File: src/hw/cpuBusPkg.sv
`default_nettype none
//////////////////////////////////////////////////
// CPU bus bridge shared types
// Cycle kinds, sequencer states and bus widths
//////////////////////////////////////////////////

package cpuBusPkg;

    // CPU local bus address, A[20:0]
    localparam int ADDR_WIDTH = 21;

    // Multiplexed DRAM address, row or column
    localparam int CMA_WIDTH = 11;

    // Kind of the cycle opened by tsN
    typedef enum logic [1:0] {
        CYCLE_IDLE = 2'd0,
        CYCLE_RAM  = 2'd1,
        CYCLE_REG  = 2'd2
    } cycleKindE;

    // Chip RAM sequencer
    typedef enum logic [2:0] {
        RAM_IDLE      = 3'd0,
        RAM_ROW       = 3'd1,
        RAM_CAS       = 3'd2,
        RAM_PRECHARGE = 3'd3,
        RAM_DMA       = 3'd4
    } ramStateE;

    // Chipset register cycle
    typedef enum logic [1:0] {
        REG_IDLE      = 2'd0,
        REG_WAITPHASE = 2'd1,
        REG_STROBE    = 2'd2,
        REG_END       = 2'd3
    } regStateE;

endpackage

`default_nettype wire

File: src/hw/cycleDecode.sv
`default_nettype none
//////////////////////////////////////////////////
// Cycle decode
// Samples tsN, picks RAM or register cycle and
// latches address, direction and byte lanes
//////////////////////////////////////////////////

module cycleDecode (
    input  wire                                CLK40,
    input  wire                                RESETn,
    input  wire                                tsN,
    input  wire                                rnw,
    input  wire                                ramSpaceN,
    input  wire                                regSpaceN,
    input  wire  [1:0]                         siz,
    input  wire  [cpuBusPkg::ADDR_WIDTH-1:0]   a,
    input  wire                                cycleDone,
    output logic                               ramStart,
    output logic                               regStart,
    output logic                               writeQ,
    output logic [cpuBusPkg::ADDR_WIDTH-1:0]   addrQ,
    output logic [3:0]                         laneEn
);

    cpuBusPkg::cycleKindE kind;
    logic [3:0]           laneNext;
    logic                 tsValid;

    // Transfer start only counts with a space selected
    // and no cycle already open
    assign tsValid = !tsN && (!ramSpaceN || !regSpaceN)
                     && (kind == cpuBusPkg::CYCLE_IDLE);

    ////////////////////////////////////////////////
    // Byte lanes
    ////////////////////////////////////////////////

    // Lanes UU UM LM LL in bits 3..0
    always_comb begin
        case (siz)
            // Byte, one lane picked by A1:A0
            2'b01:   laneNext = 4'b1000 >> a[1:0];
            // Word, upper or lower half by A1
            2'b10:   laneNext = a[1] ? 4'b0011 : 4'b1100;
            // Long and line use all four
            default: laneNext = 4'b1111;
        endcase
    end

    ////////////////////////////////////////////////
    // Cycle control
    ////////////////////////////////////////////////

    always_ff @(posedge CLK40) begin
        if (!RESETn) begin
            kind     <= cpuBusPkg::CYCLE_IDLE;
            ramStart <= 1'b0;
            regStart <= 1'b0;
            laneEn   <= 4'b0000;
        end else begin
            // One clock start pulses
            ramStart <= tsValid && !ramSpaceN;
            regStart <= tsValid && ramSpaceN;
            if (tsValid) begin
                kind   <= !ramSpaceN ? cpuBusPkg::CYCLE_RAM : cpuBusPkg::CYCLE_REG;
                laneEn <= laneNext;
            end else if (cycleDone) begin
                // Lanes drop with the acknowledge
                kind   <= cpuBusPkg::CYCLE_IDLE;
                laneEn <= 4'b0000;
            end
        end
    end

    // Address and direction held for the whole cycle
    always_ff @(posedge CLK40) begin
        if (tsValid) begin
            addrQ  <= a;
            writeQ <= !rnw;
        end
    end

    // CPU waits for tackN before the next start
    tsWhileOpen: assert property (@(posedge CLK40) disable iff (!RESETn)
        (kind != cpuBusPkg::CYCLE_IDLE) |-> tsN)
        else $error("tsN asserted while a cycle is open");

endmodule

`default_nettype wire

File: src/hw/chipRamCycle.sv
`default_nettype none
//////////////////////////////////////////////////
// Chip RAM cycle
// RAS/CAS sequencer for CPU cycles, with DMA
// arbitration and chipset strobe pass-through
//////////////////////////////////////////////////

module chipRamCycle #(
    parameter int RAS_TO_CAS = 2,
    parameter int CAS_WIDTH  = 2
) (
    input  wire                                CLK40,
    input  wire                                RESETn,
    input  wire                                ramStart,
    input  wire                                writeQ,
    input  wire  [cpuBusPkg::ADDR_WIDTH-1:0]   addrQ,
    input  wire                                dbrN,
    input  wire                                ras0N,
    input  wire                                casLN,
    input  wire                                casUN,
    input  wire                                aweN,
    input  wire  [9:0]                         dra,
    output logic                               rasN,
    output logic                               casN,
    output logic                               weN,
    output logic [cpuBusPkg::CMA_WIDTH-1:0]    cma,
    output logic                               cpuRamActive,
    output logic                               ramDone
);

    localparam int CNT_W = $clog2(RAS_TO_CAS + CAS_WIDTH + 1);

    cpuBusPkg::ramStateE              state;
    logic [CNT_W-1:0]                 waitCnt;
    logic [1:0]                       dbrSync;
    logic                             dbrQ;
    logic                             pending;
    logic                             startReq;
    logic [cpuBusPkg::CMA_WIDTH-1:0]  rowAddr;
    logic [cpuBusPkg::CMA_WIDTH-1:0]  colAddr;

    ////////////////////////////////////////////////
    // dbrN synchronizer
    ////////////////////////////////////////////////

    always_ff @(posedge CLK40) begin
        if (!RESETn) begin
            dbrSync <= 2'b11;
        end else begin
            dbrSync <= {dbrSync[0], dbrN};
        end
    end

    assign dbrQ     = dbrSync[1];
    // Start held over while the chipset owns the DRAM
    assign startReq = ramStart || pending;

    // Row A20..A10, column A9..A2
    assign rowAddr = addrQ[cpuBusPkg::ADDR_WIDTH-1 -: cpuBusPkg::CMA_WIDTH];
    assign colAddr = {{(cpuBusPkg::CMA_WIDTH - 8){1'b0}}, addrQ[9:2]};

    ////////////////////////////////////////////////
    // Sequencer
    ////////////////////////////////////////////////

    always_ff @(posedge CLK40) begin
        if (!RESETn) begin
            state   <= cpuBusPkg::RAM_IDLE;
            waitCnt <= '0;
            pending <= 1'b0;
        end else begin
            case (state)
                cpuBusPkg::RAM_IDLE, cpuBusPkg::RAM_DMA: begin
                    if (!dbrQ) begin
                        // DMA wins between CPU cycles
                        state   <= cpuBusPkg::RAM_DMA;
                        pending <= startReq;
                    end else if (startReq) begin
                        state   <= cpuBusPkg::RAM_ROW;
                        waitCnt <= CNT_W'(RAS_TO_CAS - 1);
                        pending <= 1'b0;
                    end else begin
                        state <= cpuBusPkg::RAM_IDLE;
                    end
                end
                cpuBusPkg::RAM_ROW: begin
                    // RAS to CAS delay
                    if (waitCnt == '0) begin
                        state   <= cpuBusPkg::RAM_CAS;
                        waitCnt <= CNT_W'(CAS_WIDTH - 1);
                    end else begin
                        waitCnt <= waitCnt - 1'b1;
                    end
                end
                cpuBusPkg::RAM_CAS: begin
                    if (waitCnt == '0) begin
                        state <= cpuBusPkg::RAM_PRECHARGE;
                    end else begin
                        waitCnt <= waitCnt - 1'b1;
                    end
                end
                // Pending DMA is picked up from idle
                default: state <= cpuBusPkg::RAM_IDLE;
            endcase
        end
    end

    ////////////////////////////////////////////////
    // DRAM pins
    ////////////////////////////////////////////////

    always_comb begin
        rasN = 1'b1;
        casN = 1'b1;
        weN  = 1'b1;
        cma  = '0;
        case (state)
            cpuBusPkg::RAM_ROW: begin
                rasN = 1'b0;
                cma  = rowAddr;
            end
            cpuBusPkg::RAM_CAS: begin
                rasN = 1'b0;
                casN = 1'b0;
                weN  = !writeQ;
                cma  = colAddr;
            end
            cpuBusPkg::RAM_PRECHARGE: cma = colAddr;
            cpuBusPkg::RAM_DMA: begin
                // Chipset strobes straight through
                rasN = ras0N;
                casN = casLN && casUN;
                weN  = aweN;
                cma  = {1'b0, dra};
            end
            default: ;
        endcase
    end

    assign cpuRamActive = (state == cpuBusPkg::RAM_ROW) || (state == cpuBusPkg::RAM_CAS)
                          || (state == cpuBusPkg::RAM_PRECHARGE);
    // RAS and CAS rise together with done
    assign ramDone = (state == cpuBusPkg::RAM_PRECHARGE);

    // CPU CAS only under a RAS already open the clock before
    casUnderRas: assert property (@(posedge CLK40) disable iff (!RESETn)
        (state != cpuBusPkg::RAM_DMA && !casN) |-> (!rasN && $past(!rasN)))
        else $error("casN low without rasN held low");

endmodule

`default_nettype wire

File: src/hw/regCycle.sv
`default_nettype none
//////////////////////////////////////////////////
// Register cycle
// 16 bit chipset access with AS and data strobes
// aligned to the c1/c3 phase
//////////////////////////////////////////////////

module regCycle #(
    parameter int REG_HOLD = 6
) (
    input  wire         CLK40,
    input  wire         RESETn,
    input  wire         regStart,
    input  wire         c1,
    input  wire         c3,
    input  wire         a1,
    input  wire  [3:0]  laneEn,
    output logic        asN,
    output logic        udsN,
    output logic        ldsN,
    output logic        regEnN,
    output logic        regDone
);

    localparam int CNT_W = $clog2(REG_HOLD + 1);

    cpuBusPkg::regStateE state;
    logic [CNT_W-1:0]    holdCnt;
    logic [1:0]          halfLanes;
    logic                strobe;

    // A1 picks the 16 bit half, upper byte in bit 1
    assign halfLanes = a1 ? laneEn[1:0] : laneEn[3:2];
    assign strobe    = (state == cpuBusPkg::REG_STROBE);

    ////////////////////////////////////////////////
    // Phase FSM
    ////////////////////////////////////////////////

    always_ff @(posedge CLK40) begin
        if (!RESETn) begin
            state   <= cpuBusPkg::REG_IDLE;
            holdCnt <= '0;
        end else begin
            case (state)
                cpuBusPkg::REG_IDLE: begin
                    if (regStart) begin
                        state <= cpuBusPkg::REG_WAITPHASE;
                    end
                end
                cpuBusPkg::REG_WAITPHASE: begin
                    // Chipset slot opens on c1 high, c3 low
                    if (c1 && !c3) begin
                        state   <= cpuBusPkg::REG_STROBE;
                        holdCnt <= CNT_W'(REG_HOLD - 1);
                    end
                end
                cpuBusPkg::REG_STROBE: begin
                    if (holdCnt == '0) begin
                        state <= cpuBusPkg::REG_END;
                    end else begin
                        holdCnt <= holdCnt - 1'b1;
                    end
                end
                default: state <= cpuBusPkg::REG_IDLE;
            endcase
        end
    end

    // Strobes low for the hold window only
    assign asN     = !strobe;
    assign regEnN  = !strobe;
    assign udsN    = !(strobe && halfLanes[1]);
    assign ldsN    = !(strobe && halfLanes[0]);
    // Done on the clock the strobes rise
    assign regDone = (state == cpuBusPkg::REG_END);

    // AS opens only out of a matched phase
    asOnPhase: assert property (@(posedge CLK40) disable iff (!RESETn)
        $fell(asN) |-> $past(state == cpuBusPkg::REG_WAITPHASE && c1 && !c3))
        else $error("asN fell outside the c1/c3 slot");

endmodule

`default_nettype wire

File: src/hw/busResult.sv
`default_nettype none
//////////////////////////////////////////////////
// Bus result
// Cycle acknowledge, data buffer control and
// byte enables toward chip RAM and CPU
//////////////////////////////////////////////////

module busResult (
    input  wire         CLK40,
    input  wire         RESETn,
    input  wire         ramDone,
    input  wire         regDone,
    input  wire         cpuRamActive,
    input  wire         writeQ,
    input  wire  [3:0]  laneEn,
    output logic        tackN,
    output logic        cycleDone,
    output logic        dbenN,
    output logic        dbDir,
    output logic        cuubeN,
    output logic        cumbeN,
    output logic        clmbeN,
    output logic        cllbeN,
    output logic        uubeN,
    output logic        umbeN,
    output logic        lmbeN,
    output logic        llbeN
);

    // Either cycle ends the CPU transfer
    assign cycleDone = ramDone || regDone;

    // One clock acknowledge after done
    always_ff @(posedge CLK40) begin
        if (!RESETn) begin
            tackN <= 1'b1;
        end else begin
            tackN <= !cycleDone;
        end
    end

    // Buffer opens for the CPU RAM window, high toward RAM on writes
    assign dbenN = !cpuRamActive;
    assign dbDir = cpuRamActive && writeQ;

    // Chip side lanes only while the CPU owns the DRAM
    assign {cuubeN, cumbeN, clmbeN, cllbeN} = ~(laneEn & {4{cpuRamActive}});
    // CPU side lanes held for the whole cycle
    assign {uubeN, umbeN, lmbeN, llbeN} = ~laneEn;

    singleTack: assert property (@(posedge CLK40) disable iff (!RESETn)
        !tackN |=> tackN)
        else $error("tackN low for more than one clock");

endmodule

`default_nettype wire

File: src/hw/u712Bridge.sv
`default_nettype none
//////////////////////////////////////////////////
// U712 bridge top
// CPU local bus to chip RAM and chipset registers
//////////////////////////////////////////////////

module u712Bridge #(
    parameter int RAS_TO_CAS = 2,
    parameter int CAS_WIDTH  = 2,
    parameter int REG_HOLD   = 6
) (
    input  wire                                CLK40,
    input  wire                                RESETn,
    // CPU local bus
    input  wire                                tsN,
    input  wire                                rnw,
    input  wire                                ramSpaceN,
    input  wire                                regSpaceN,
    input  wire  [1:0]                         siz,
    input  wire  [cpuBusPkg::ADDR_WIDTH-1:0]   a,
    output logic                               tackN,
    // Chipset side
    input  wire                                c1,
    input  wire                                c3,
    input  wire                                dbrN,
    input  wire                                ras0N,
    input  wire                                casLN,
    input  wire                                casUN,
    input  wire                                aweN,
    input  wire  [9:0]                         dra,
    output logic                               rasN,
    output logic                               casN,
    output logic                               weN,
    output logic [cpuBusPkg::CMA_WIDTH-1:0]    cma,
    output logic                               asN,
    output logic                               udsN,
    output logic                               ldsN,
    output logic                               regEnN,
    // Data buffers and byte enables
    output logic                               dbenN,
    output logic                               dbDir,
    output logic                               cuubeN,
    output logic                               cumbeN,
    output logic                               clmbeN,
    output logic                               cllbeN,
    output logic                               uubeN,
    output logic                               umbeN,
    output logic                               lmbeN,
    output logic                               llbeN
);

    logic                              ramStart;
    logic                              regStart;
    logic                              writeQ;
    logic [cpuBusPkg::ADDR_WIDTH-1:0]  addrQ;
    logic [3:0]                        laneEn;
    logic                              ramDone;
    logic                              regDone;
    logic                              cycleDone;
    logic                              cpuRamActive;

    //////////////////////////////////////////////////
    // Decode
    //////////////////////////////////////////////////

    cycleDecode u_cycleDecode (
        .CLK40     (CLK40),
        .RESETn    (RESETn),
        .tsN       (tsN),
        .rnw       (rnw),
        .ramSpaceN (ramSpaceN),
        .regSpaceN (regSpaceN),
        .siz       (siz),
        .a         (a),
        .cycleDone (cycleDone),
        .ramStart  (ramStart),
        .regStart  (regStart),
        .writeQ    (writeQ),
        .addrQ     (addrQ),
        .laneEn    (laneEn)
    );

    //////////////////////////////////////////////////
    // Chip RAM and DMA
    //////////////////////////////////////////////////

    chipRamCycle #(
        .RAS_TO_CAS (RAS_TO_CAS),
        .CAS_WIDTH  (CAS_WIDTH)
    ) u_chipRamCycle (
        .CLK40        (CLK40),
        .RESETn       (RESETn),
        .ramStart     (ramStart),
        .writeQ       (writeQ),
        .addrQ        (addrQ),
        .dbrN         (dbrN),
        .ras0N        (ras0N),
        .casLN        (casLN),
        .casUN        (casUN),
        .aweN         (aweN),
        .dra          (dra),
        .rasN         (rasN),
        .casN         (casN),
        .weN          (weN),
        .cma          (cma),
        .cpuRamActive (cpuRamActive),
        .ramDone      (ramDone)
    );

    //////////////////////////////////////////////////
    // Chipset registers
    //////////////////////////////////////////////////

    regCycle #(
        .REG_HOLD (REG_HOLD)
    ) u_regCycle (
        .CLK40    (CLK40),
        .RESETn   (RESETn),
        .regStart (regStart),
        .c1       (c1),
        .c3       (c3),
        .a1       (addrQ[1]),
        .laneEn   (laneEn),
        .asN      (asN),
        .udsN     (udsN),
        .ldsN     (ldsN),
        .regEnN   (regEnN),
        .regDone  (regDone)
    );

    //////////////////////////////////////////////////
    // Termination and buffers
    //////////////////////////////////////////////////

    busResult u_busResult (
        .CLK40        (CLK40),
        .RESETn       (RESETn),
        .ramDone      (ramDone),
        .regDone      (regDone),
        .cpuRamActive (cpuRamActive),
        .writeQ       (writeQ),
        .laneEn       (laneEn),
        .tackN        (tackN),
        .cycleDone    (cycleDone),
        .dbenN        (dbenN),
        .dbDir        (dbDir),
        .cuubeN       (cuubeN),
        .cumbeN       (cumbeN),
        .clmbeN       (clmbeN),
        .cllbeN       (cllbeN),
        .uubeN        (uubeN),
        .umbeN        (umbeN),
        .lmbeN        (lmbeN),
        .llbeN        (llbeN)
    );

endmodule

`default_nettype wire

File: config.mk
export PLATFORM = sky130hd
export DESIGN_NAME = u712Bridge
export DESIGN_NICKNAME = d
export VERILOG_FILES = /design/src/hw/cpuBusPkg.sv /design/src/hw/cycleDecode.sv /design/src/hw/chipRamCycle.sv /design/src/hw/regCycle.sv /design/src/hw/busResult.sv /design/src/hw/u712Bridge.sv
export SDC_FILE = /design/constraint.sdc
export NUM_CORES = 1
export LEC_CHECK = 0
export BUFFER_PORTS_ARGS = -buffer_cell sky130_fd_sc_hd__buf_2
export CAP_MARGIN = 20
export CORE_AREA = 2 2 78 80
export DETAILED_ROUTE_END_ITERATION = 10
export DIE_AREA = 0 0 80 82
export GPL_ROUTABILITY_DRIVEN = 1
export GPL_TIMING_DRIVEN = 0
export HOLD_SLACK_MARGIN = 0.05
export PLACE_DENSITY = 0.74
export SYNTH_ARGS = -nofsm -noshare
export SYNTH_HDL_FRONTEND = slang
export SYNTH_SLANG_ARGS = --single-unit
File: constraint.sdc
create_clock -name CLK40 -period 2.1 [get_ports CLK40]
set_input_delay 0.21 -clock CLK40 [delete_from_list [all_inputs] [get_ports CLK40]]
set_output_delay 0.21 -clock CLK40 [all_outputs]
set_load 0.02 [all_outputs]
---- Word-level counts from Yosys, hierarchy flattened ----
Cells that the tools add are included.
operators by class
  multiply operators ...................... 0
  add/sub/neg operators ................... 2
  shift operators ......................... 1
  mux-type cells .......................... 31
  bitwise logic cells ..................... 3
  reduce and logical (&&, ||, !) cells .... 41
  eq/ne operators ......................... 19
  div/mod/pow operators ................... 0
  $lt $le $gt $ge ......................... 0
operator list
  kind                                                                      count
  11-bit one-hot mux with 3 select lines                                    1
  3-bit two-way mux                                                         9
  3-bit one-hot mux with 3 select lines                                     2
  2-bit two-way mux                                                         7
  4-bit two-way mux                                                         3
  1-bit logical NOT                                                         11
  2-bit by 1-bit inequality test with 1-bit output (second input constant)  5
  2-bit inequality test (second input constant)                             5
  1-bit logical AND                                                         9
  3-bit logical NOT                                                         3
  4-bit inverter                                                            2
  4-bit one-hot mux with 2 select lines                                     1
  2-bit == test (second input constant)                                     3
  3-bit by 2-bit == test with 1-bit output (second input constant)          2
  1-bit one-hot mux with 2 select lines                                     3
  2-bit one-hot mux with 3 select lines                                     1
  3-bit one-hot mux with 2 select lines                                     1
  3-bit AND reduction                                                       2
  2-bit OR reduction                                                        3
  3-bit by 1-bit subtractor with 3-bit output (second input constant)       2
  1-bit logical OR                                                          5
  4-bit bitwise AND                                                         1
  2-bit by 1-bit == test with 1-bit output (second input constant)          2
  2-bit logical NOT                                                         2
  8 further kinds                                                           12
word-level totals
  bits in latches ......................... 0
  bits in read-only memories .............. 0
  memories kept ........................... 0
  output and inout port bits .............. 29
  logic and storage cells ................. 110
  register bits ........................... 45
  bits in writable memories ............... 0

---- Longest topological paths before layout ----
Gate-level depths: netlist of run 1.
  word-level depth ........................ 5
  mapped depth ............................ 7
  depth with buffers taken out ............ 6

---- By module ----
Synthesis of run 1 repeated with hierarchy kept, for this count alone.
second synthesis, totals
  cells, all modules ...................... 219
  area total of the unflattened synthesis .. 2,316.0 um2
by module, submodules not included
  module        sequential area each (um2)  area an instance (um2)  cells each  instances
  cycleDecode   820.8                       1,036.0                 58          1
  chipRamCycle  180.2                       782.0                   98          1
  regCycle      100.1                       426.7                   50          1
  busResult     20.0                        71.3                    13          1

---- Worst setup path before layout of run 1 ----
Ideal clock, no wire load.
  path kind ............................... reg2out
  start point ............................. register u_chipRamCycle.state[1]
  end point ............................... output cma[0] (netlist name)
  arrival ................................. 1,428 ps
  cell stages (with the launch flop) ...... 5
  data required time ...................... 1,890 ps
  setup slack ............................. 462 ps
  cells stage by stage .................... dfxtp_1 -> buf_2 -> buf_1 -> a22oi_1 -> o21ai_0
between the ends
  longest elaborated chain between the ends .. 3
  elaborated cells between the ends (all ways) .. 6
  classes of those cells .................. eq/ne: 4; mux: 1; reduce/logical: 1
RTL lines
  element                                   RTL line             text
  start: declaration                        chipRamCycle.sv:33   cpuBusPkg::ramStateE state;
  start signal: assignment                  chipRamCycle.sv:68   state <= cpuBusPkg::RAM_IDLE;
  start signal: assignment                  chipRamCycle.sv:76   state <= cpuBusPkg::RAM_DMA;
  start signal: assignment                  chipRamCycle.sv:79   state <= cpuBusPkg::RAM_ROW;
  3-bit by 2-bit == test with 1-bit output  chipRamCycle.sv:117  case (state)
  2-bit OR reduction (no source line)       -
  11-bit one-hot mux with 3 select lines *  chipRamCycle.sv:117
  end: declaration                          u712Bridge.sv:34     output logic [cpuBusPkg::CMA_WIDTH-1:0] cma,
Mark *: on every way between the ends. The rest lies on a longest branch, timed or not.

---- Worst setup path in the final report of run 1 ----
  start point ............................. register u_chipRamCycle.state[0]
  end point ............................... output cma[4] (netlist name)
Same word-level chain as after synthesis.

==> flow_summary_export.csv, run 1 <==
group,metric,value,unit
worst_setup_path,crit_start,"u_chipRamCycle.state[0]",
timing,finalCritPeriodShare,92.0,%
worst_setup_path,cp_max_fo,10,
clock_tree,cts_root_buf,"clkbuf_8",
synth,yosys.cell_types.count,43,
worst_setup_path,critPathArrivalTime,1720,ps
final_layout,fillers,560,
timing,min_period,1930,ps
clock_tree,cts_tree,"built",
synth,yosysMostFrequentCell,"dfxtp_1",
min_path,hold_depth,1,
detailed_routing,antenna_left,0,
detailed_routing,avgRoutedWirePerCell,12.3,µm
final_layout,fin_area,0.00273,mm²
worst_setup_path,path_cells,"buf_2 > nor2b_1 > clkbuf_4 > a22oi_1 > o21ai_0 > buf_2",
floorplan,coreArea,0.00575,mm²
floorplan,dieArea,0.00656,mm²
synth,ys_seq_elements,44,
clock_tree,cts.path.max_buffers,2,
worst_setup_path,slowest_delay,340,ps
worst_setup_path,crit_path_start_kind,"flip-flop",
timing,hold_violations,0,
worst_setup_path,crit_path_end_kind,"output port",
worst_setup_path,rrSetupSlack,290,ps
synth,synthTopCellsByArea,"edfxtp_1 (30%), dfxtp_1 (22%), ha_1 (6.4%)",
synth,yosys.area_share.simple,16.5,%
detailed_routing,first_iter_violations,63,
timing,skew,7.90,ps
detailed_routing,first_pass_iters,4,
global_route,grt_pass1_wl,7110,µm
synth,synthCells,221,
synth,syn_nets,278,
timing,rsz0062_at_grt,"no",
floorplan,rows,28,
timing,slew_headroom,62.3,%
run,drv_cap,0,
timing,worst_slew_pin_slew,566,ps
power,ir_drop,355,µV
timing,setup_viol,0,
synth,synth_top_area_share,29.5,%
global_route,grt_max_degree,28,
synth,synth_common_cells,"dfxtp_1 (23), edfxtp_1 (21), inv_1 (19), o21ai_0 (19), a21oi_1 (18)",
global_route,grt_pass1_vias,1567,
placed_design,port_buffers,74,
synth,synth_top_family_by_area,"compound AO/OA/AOI/OAI gates",
placed_design,place.gp.congestion,0.785,
worst_setup_path,timing.rr.end,"u_regCycle.state[0]",
floorplan,ios,75,
final_layout,antenna_cells,0,
synth,synth_mux_area_share,1.87,%
detailed_routing,viasPerCell,4.81,
global_route,grtUsageTotal,14.1,%
final_layout,nets,359,
placed_design,placed_area,0.00260,mm²
synth,ys_warn_count,0,
global_route,antenna_found_initial,0,
placed_design,dp_hpwl,3520,µm
power,finalPower,2.15,mW
synth,syn_avg_cell_area,9.66,µm²
final_layout,syn2layout_area_growth,27.7,%
clock_tree,htreeDepth,2,
clock_tree,clkLatencyLatePin,300,ps
synth,synth_edf_count,21,
clock_tree,cts.sinks,44,
synth,async_reset_ff_share,0,%
worst_setup_path,crit_top_cell,"buf_2",
timing,max_freq,518,MHz
synth,yosys.area_share.adder,6.44,%
clock_tree,path_clk_slew,80,ps
synth,synth_area,0.00214,mm²
clock_tree,cts_setup_buffers,0,
run_status,status,"finished clean",
final_layout,layout-drive-gt1-share,33.0,%
worst_setup_path,rr_worst_depth,6,
power,p_leak,1.14,nW
power,pwr_density_cell,789,mW/mm²
detailed_routing,wirelength,4660,µm
min_path,hold_path.class,"input pin to flip-flop",
timing,final-max-slew-violation-count,0,
clock_tree,cts_made_buffers,5,
min_path,hp-start,"a[4]",
worst_setup_path,path_class,"flip-flop to output port",
floorplan,dieHeight,82,µm
synth,ys.flop_type,"dfxtp_1",
global_route,grt-ovfl-total,0,
synth,yosysTopAreaCell,"edfxtp_1",
detailed_routing,drcViolationCount,0,
worst_setup_path,crit_slowest_cell,"dfxtp_1",
floorplan,die_x,80,µm
synth,synth_compound_area_share,18.4,%
worst_setup_path,required,1890,ps
floorplan,start_util,37.2,%
worst_setup_path,r2r-start,"u_regCycle.state[0]",
min_path,hold_end,"u_cycleDecode.addrQ[4]",
synth,ys_seq_area_share,51.1,%
detailed_routing,dr_total_vias,1817,
synth,synth-xor-area-share,0,%
logic make-up (layout without fill, tap and decap cells):
kind of cell	Yosys count	after routing
adder cells (fa/ha/maj)	11	11
AND/OR/NAND/NOR	70	70
buffers and inverters	30	112
multiplexers	4	4
AO/OA/AOI/OAI	62	62
flip-flops	44	44
layout make-up:
type,instances,area [µm²],share of cell area [%]
Sequential cell,44,1090,40.0
Multi-Input combinational cell,147,931,34.1
Timing Repair Buffer,74,370,13.6
Tap cell,75,93.8,3.44
Inverter,21,82.6,3.03
Clock buffer,5,68.8,2.52
Buffer,9,47.5,1.74
Clock inverter,3,42.5,1.56
worst max-delay path: cells and delay by family, from the launching register on:
family	cells	cell delay [ps]
buffers and inverters	3	640
flip-flops	1	340
AO/OA/AOI/OAI	2	270
AND/OR/NAND/NOR	1	180
stage by stage:
stage / setup slack [ps] / setup TNS (ps) / std cells / hold slack [ps] / util, %
after floorplan: 462 / 0 / 221 / 283 / -
after global placement: 63.9 / 0 / 370 / 388 / 45.3
after detailed placement: -47.4 / -98.0 / 370 / 388 / 45.3
after CTS: 16.3 / 0 / 378 / 65.3 / 47.2
after global routing: 18.8 / 0 / 378 / 61.7 / 47.5
final: 169 / 0 / 378 / 80.5 / 47.5
layer usage:
metal  part of all wire, %  track usage [%]  wire, µm
met1                    44             17.5      2060
met2                    52             23.4      2410
met3                   2.7             3.30       126
met4                   1.4             6.44        65
met5                     0                0         0
cells in the final DEF (no fill, tap or decap), drive strengths merged, types with 2 or more instances in the layout:
cell and n:
mux2i 4, clkinv 3, or2 2, nand2b 8
nand3 6, o21ai 20, a21oi 18, and3 2
dfxtp 23, a22oi 11, o21a 2, clkbuf 9
nand2 17, and2 2, nor3 5, ha 11
nor2 18, buf 79, inv 19, nor2b 6
edfxtp 21
power by group:
part           total [mW]  switching (mW)  internal (mW)
logic               0.494           0.294          0.200
registers            1.01          0.0383          0.974
clock network       0.644           0.292          0.352
total                2.15           0.625           1.53
timing repair:
action                                  4_1_cts  5_1_grt
gates resized for setup                       0        5
endpoints found under the setup margin        0       12
hold buffers                                  0        0
sequential cells by signal, summed over array words and instances (netlist names):
register / flops
u_cycleDecode.addrQ: 20
u_cycleDecode.laneEn: 4
u_chipRamCycle.state: 3
u_chipRamCycle.waitCnt: 3
u_regCycle.holdCnt: 3
u_chipRamCycle.dbrSync: 2
u_cycleDecode.kind: 2
u_regCycle.state: 2
u_busResult.tackN: 1
u_chipRamCycle.pending: 1
u_cycleDecode.ramStart: 1
u_cycleDecode.regStart: 1
u_cycleDecode.writeQ: 1
worst max-delay path by stage:
stage / to / slack, ps / cells past startpoint
floorplan: cma[0] / 460 / 4
global placement: u_cycleDecode.laneEn[3] / 60 / 5
detailed placement: u_cycleDecode.laneEn[3] / -50 / 5
CTS: cma[3] / 20 / 5
global route: cma[7] / 20 / 6
finish: cma[4] / 170 / 6
Power figures use the tool's default switching activity.
==> run 2: changes to the inputs <==
--- a/config.mk
+++ b/config.mk
@@ -13,6 +13,7 @@
 export GPL_ROUTABILITY_DRIVEN = 1
 export GPL_TIMING_DRIVEN = 0
 export HOLD_SLACK_MARGIN = 0.05
+export MAX_ROUTING_LAYER = met4
 export PLACE_DENSITY = 0.74
 export SYNTH_ARGS = -nofsm -noshare
 export SYNTH_HDL_FRONTEND = slang
==> run 2 against run 1 <==
  * Die area did not move
  * Final cell count did not move
  * Combinational power barely moved
  * Non-clock buffer count did not move
  * Maximum frequency barely moved
  * Sequential share of layout area did not move
  * Clock power barely moved
  * Sequential power barely moved
  * Critical path depth did not move
  * Final area did not move
  * Setup slack improved by 0.84 ps
  * Largest power group unchanged
  * Highest routed layer unchanged
==> flow_summary_export.csv, run 2 (synthesis results as in run 1) <==
group,metric,value,unit
worst_setup_path,slowest_delay,340,ps
final_layout,largestRegisters,"u_cycleDecode.addrQ (20), u_cycleDecode.laneEn (4)",
final_layout,final_cell_mix,"buf_2 (78), dfxtp_1 (23), edfxtp_1 (21)",
power,pwr_density_cell,788,mW/mm²
floorplan,start_util,37.2,%
final_layout,antenna_cells,0,
final_layout,syn2layout_area_growth,27.7,%
floorplan,coreArea,0.00575,mm²
floorplan,dieHeight,82,µm
final_layout,layout-drive-gt1-share,33.0,%
clock_tree,path_clk_slew,80,ps
worst_setup_path,critPathBufInv,3,
final_layout,final_common_cell,"buf_2",
final_layout,instances_no_fill,378,
detailed_routing,first_iter_violations,63,
timing,setup_viol,0,
worst_setup_path,crit_top_cell,"buf_2",
global_route,grtUsageMet1,17.5,%
global_route,grt-ovfl-total,0,
timing,skew,7.89,ps
placed_design,post-place-ws,-47.4,ps
final_layout,largest_register,"u_cycleDecode.addrQ",
placed_design,port_buffers,74,
detailed_routing,first_pass_iters,4,
clock_tree,cts.sinks,44,
global_route,grtUsageTotal,14.5,%
clock_tree,htreeDepth,2,
detailed_routing,drcViolationCount,0,
worst_setup_path,crit_slowest_cell,"dfxtp_1",
timing,final-max-slew-violation-count,0,
worst_setup_path,critPathArrivalTime,1720,ps
timing,max_freq,518,MHz
placed_design,placed_area,0.00260,mm²
power,p_leak,1.14,nW
timing,min_period,1930,ps
detailed_routing,avgRoutedWirePerCell,12.3,µm
timing,rsz0062_at_grt,"no",
clock_tree,cts.path.max_buffers,2,
worst_setup_path,path_class,"flip-flop to output port",
detailed_routing,dr_total_vias,1819,
clock_tree,cts_root_buf,"clkbuf_8",
floorplan,ios,75,
global_route,busiest_layer,"met2",
timing,worst_slew_pin_slew,566,ps
timing,finalCritPeriodShare,91.9,%
global_route,grt_max_degree,28,
global_route,grt_util_met2,23.4,%
run,drv_cap,0,
worst_setup_path,crit_path_end_kind,"output port",
final_layout,fin_area,0.00273,mm²
timing,hold_violations,0,
run_status,status,"finished clean",
worst_setup_path,rrSetupSlack,290,ps
clock_tree,cts.hold.buffers_added,0,
worst_setup_path,required,1890,ps
placed_design,place.gp.congestion,0.796,
detailed_routing,wirelength,4650,µm
floorplan,dieArea,0.00656,mm²
final_layout,nets,359,
worst_setup_path,path_cells,"buf_2 > nor2b_1 > clkbuf_4 > a22oi_1 > o21ai_0 > buf_2",
power,ir_drop,355,µV
detailed_routing,antenna_left,0,
clock_tree,cts_tree,"built",
global_route,met3_usage,3.30,%
timing,finalWorstSetupSlack,169,ps
worst_setup_path,crit_path_start_kind,"flip-flop",
placed_design,dpl.cell_count,370,
final_layout,largest_register_ff_count,20,
worst_setup_path,crit_family,"buffers and inverters",
floorplan,die_x,80,µm
placed_design,dp_hpwl,3520,µm
clock_tree,cts_made_buffers,5,
floorplan,rows,28,
global_route,grt_pass1_vias,1566,
timing,whs,81.4,ps
global_route,antenna_found_initial,0,
min_path,hold_path.class,"input pin to flip-flop",
detailed_routing,viasPerCell,4.81,
worst_setup_path,cp_max_fo,10,
timing,setup_tns,0,ps
timing,slew_headroom,62.3,%
global_route,grt_pass1_wl,7110,µm
clock_tree,clkLatencyLatePin,300,ps
[run 2: cell counts in the layout (fill, tap and decap cells not counted)]
Identical to the previous run, type by type.
[run 2: stage by stage]
stage,utilization [%],total power [mW]
after floorplan,-,1.36
after global placement,45.3,1.50
after detailed placement,45.3,1.52
after CTS,47.2,2.17
after global routing,47.5,2.26
final,47.5,2.15
[run 2: what timing repair did]
item,4_1_cts,5_1_grt
gates resized for setup,0,5
setup endpoints to repair,0,12
hold endpoints to repair,0,0
setup buffers,0,0
[run 2: power by group]
part | total, mW | switching, mW | internal (mW)
logic | 0.494 | 0.294 | 0.200
clock network | 0.643 | 0.290 | 0.352
registers | 1.01 | 0.0382 | 0.974
[run 2: area by class of cell]
cell class,count,area (µm²)
Clock buffer,5,68.8
Buffer,9,47.5
Sequential cell,44,1090
Tap cell,75,93.8
Fill cell,560,3020
Inverter,21,82.6
Timing Repair Buffer,74,370
Clock inverter,3,42.5
Multi-Input combinational cell,147,931
[run 2: worst paths after layout]
kind,from,to,cells past startpoint
setup / recovery,u_chipRamCycle.state[0],cma[4],6
hold reg to reg,u_chipRamCycle.dbrSync[0],u_chipRamCycle.dbrSync[1],1
hold / removal,a[4],u_cycleDecode.addrQ[4],1
setup reg to reg,u_regCycle.state[0],u_regCycle.state[0],6
[run 2: per-layer routing]
metal  share of wire, %  vias up  wire (µm)
li1                   -      937          -
met1                 44      849       2060
met2                 51       28       2390
met3                2.7        5        124
met4                1.7        0         78
met5                  0        -          0
==> run 3: changes to the inputs <==
--- a/config.mk
+++ b/config.mk
@@ -14,7 +14,7 @@
 export GPL_TIMING_DRIVEN = 0
 export HOLD_SLACK_MARGIN = 0.05
 export MAX_ROUTING_LAYER = met4
-export PLACE_DENSITY = 0.74
+export PLACE_DENSITY = 0.6
 export SYNTH_ARGS = -nofsm -noshare
 export SYNTH_HDL_FRONTEND = slang
 export SYNTH_SLANG_ARGS = --single-unit
==> run 3 against run 2 <==
  * First-iteration DRC count rose by 24%
  * Count of clock-buffer cells in the layout is 1 higher
  * Sequential cell count stayed put
  * Combinational power fell by 2%
==> flow_summary_export.csv, run 3 (synthesis results as in run 1) <==
group,metric,value,unit
detailed_routing,dr_total_vias,1806,
final_layout,largest_register,"u_cycleDecode.addrQ",
final_layout,fillers,584,
floorplan,die_x,80,µm
worst_setup_path,crit_path_end_kind,"output port",
final_layout,syn2layout_area_growth,27.4,%
floorplan,rows,28,
final_layout,final_cell_mix,"buf_2 (78), dfxtp_1 (23), edfxtp_1 (21)",
timing,worst_slew_pin_slew,536,ps
run_status,status,"finished clean",
worst_setup_path,required,1890,ps
clock_tree,htreeDepth,2,
floorplan,coreArea,0.00575,mm²
floorplan,start_util,37.2,%
global_route,grt_pass1_wl,7310,µm
final_layout,layout-drive-gt1-share,32.7,%
clock_tree,cts_root_buf,"clkbuf_8",
power,ir_drop,400,µV
global_route,grtUsageTotal,14.8,%
clock_tree,cts_tree,"built",
clock_tree,cts.hold.buffers_added,0,
timing,setup_tns,0,ps
timing,final-max-slew-violation-count,0,
floorplan,dieArea,0.00656,mm²
global_route,grt_max_degree,28,
placed_design,port_buffers,74,
global_route,antenna_found_initial,0,
timing,setup_viol,0,
detailed_routing,drcViolationCount,0,
placed_design,dpl.cell_count,370,
timing,finalCritPeriodShare,91.2,%
worst_setup_path,path_class,"flip-flop to output port",
worst_setup_path,critPathArrivalTime,1710,ps
timing,hold_violations,0,
final_layout,regArea,0.00109,mm²
clock_tree,cts.path.max_buffers,2,
final_layout,final_common_cell,"buf_2",
detailed_routing,first_pass_iters,4,
detailed_routing,first_iter_violations,78,
detailed_routing,avgRoutedWirePerCell,12.0,µm
timing,whs,88.0,ps
clock_tree,path_clk_slew,80,ps
global_route,grt-ovfl-total,0,
detailed_routing,wirelength,4550,µm
clock_tree,cts_made_buffers,5,
final_layout,instances_no_fill,378,
run,drv_cap,0,
power,pwr_density_cell,782,mW/mm²
timing,skew,5.75,ps
timing,slew_headroom,64.2,%
placed_design,place.gp.congestion,0.770,
worst_setup_path,crit_path_start_kind,"flip-flop",
clock_tree,cts.sinks,44,
timing,min_period,1920,ps
floorplan,dieHeight,82,µm
timing,rsz0062_at_grt,"no",
final_layout,nets,359,
final_layout,largest_register_ff_count,20,
global_route,grt_pass1_vias,1586,
final_layout,largestRegisters,"u_cycleDecode.addrQ (20), u_cycleDecode.laneEn (4)",
final_layout,multiInputGateArea,928,µm²
floorplan,ios,75,
placed_design,dp_hpwl,3480,µm
min_path,hold_path.class,"input pin to flip-flop",
timing,max_freq,522,MHz
detailed_routing,viasPerCell,4.78,
power,p_leak,1.14,nW
detailed_routing,antenna_left,0,
worst_setup_path,cp_max_fo,10,
clock_tree,clkLatencyLatePin,290,ps
final_layout,antenna_cells,0,
run 3: changes by cell type in the layout (fill, tap and decap cells not counted):
| cell | previous run | this run |
|---|---|---|
| clkinv_4 | 1 | 0 |
| clkinv_1 | 2 | 1 |
| clkbuf_1 | 2 | 3 |
| nor2_1 | 16 | 17 |
| nor2_2 | 2 | 1 |
| clkinv_2 | 0 | 1 |
run 3: worst paths after layout:
check                             from                   endpoint  slack [ps]  depth (start not counted)
max            u_chipRamCycle.state[1]                      dbDir         180                          5
min                               a[6]     u_cycleDecode.addrQ[6]          90                          1
max reg2reg        u_regCycle.state[0]        u_regCycle.state[1]         310                          6
min reg2reg  u_chipRamCycle.dbrSync[0]  u_chipRamCycle.dbrSync[1]         440                          1
run 3: layer usage:
metal	up-vias	GRT usage (%)	part of all wire, %
met1	831	19.3	46
met3	6	2.86	3.2
met5	-	-	0
li1	937	-	-
met4	0	5.08	1.5
met2	32	23.2	49
run 3: final cells by class:
cell class	count	share of cell area, %
buffer	9	1.75
clock buffer	6	2.67
clock inverter	2	1.29
inverter	21	3.03
multi-input combinational	147	34.1
sequential	44	40.1
tap	75	3.45
timing repair buffer	74	13.6
run 3: through the flow:
stage / util [%] / setup slack [ps] / power [mW] / instance area [µm²]
2_1_floorplan: - / 462 / 1.36 / 2140
3_3_place_gp: 45.3 / 18.0 / 1.51 / 2600
3_5_place_dp: 45.3 / 26.8 / 1.52 / 2600
4_1_cts: 47.1 / 13.7 / 2.15 / 2710
5_1_grt: 47.4 / 20.8 / 2.26 / 2720
6_report: 47.4 / 184 / 2.13 / 2720
run 3: worst max-delay path: stages (launching register included):
cell and delay [ps]:
dfxtp_1 370, buf_2 250, nor2_2 80, nor2_1 350
and2_1 200, buf_2 160
run 3: repair_timing:
action | 4_1_cts | 5_1_grt
setup endpoints to repair | 0 | 12
setup buffers | 0 | 0
gates resized for setup | 0 | 4
run 3: where the power goes:
group	internal, mW	switching, mW
Combinational	0.198	0.284
Clock	0.353	0.280
Sequential	0.974	0.0389
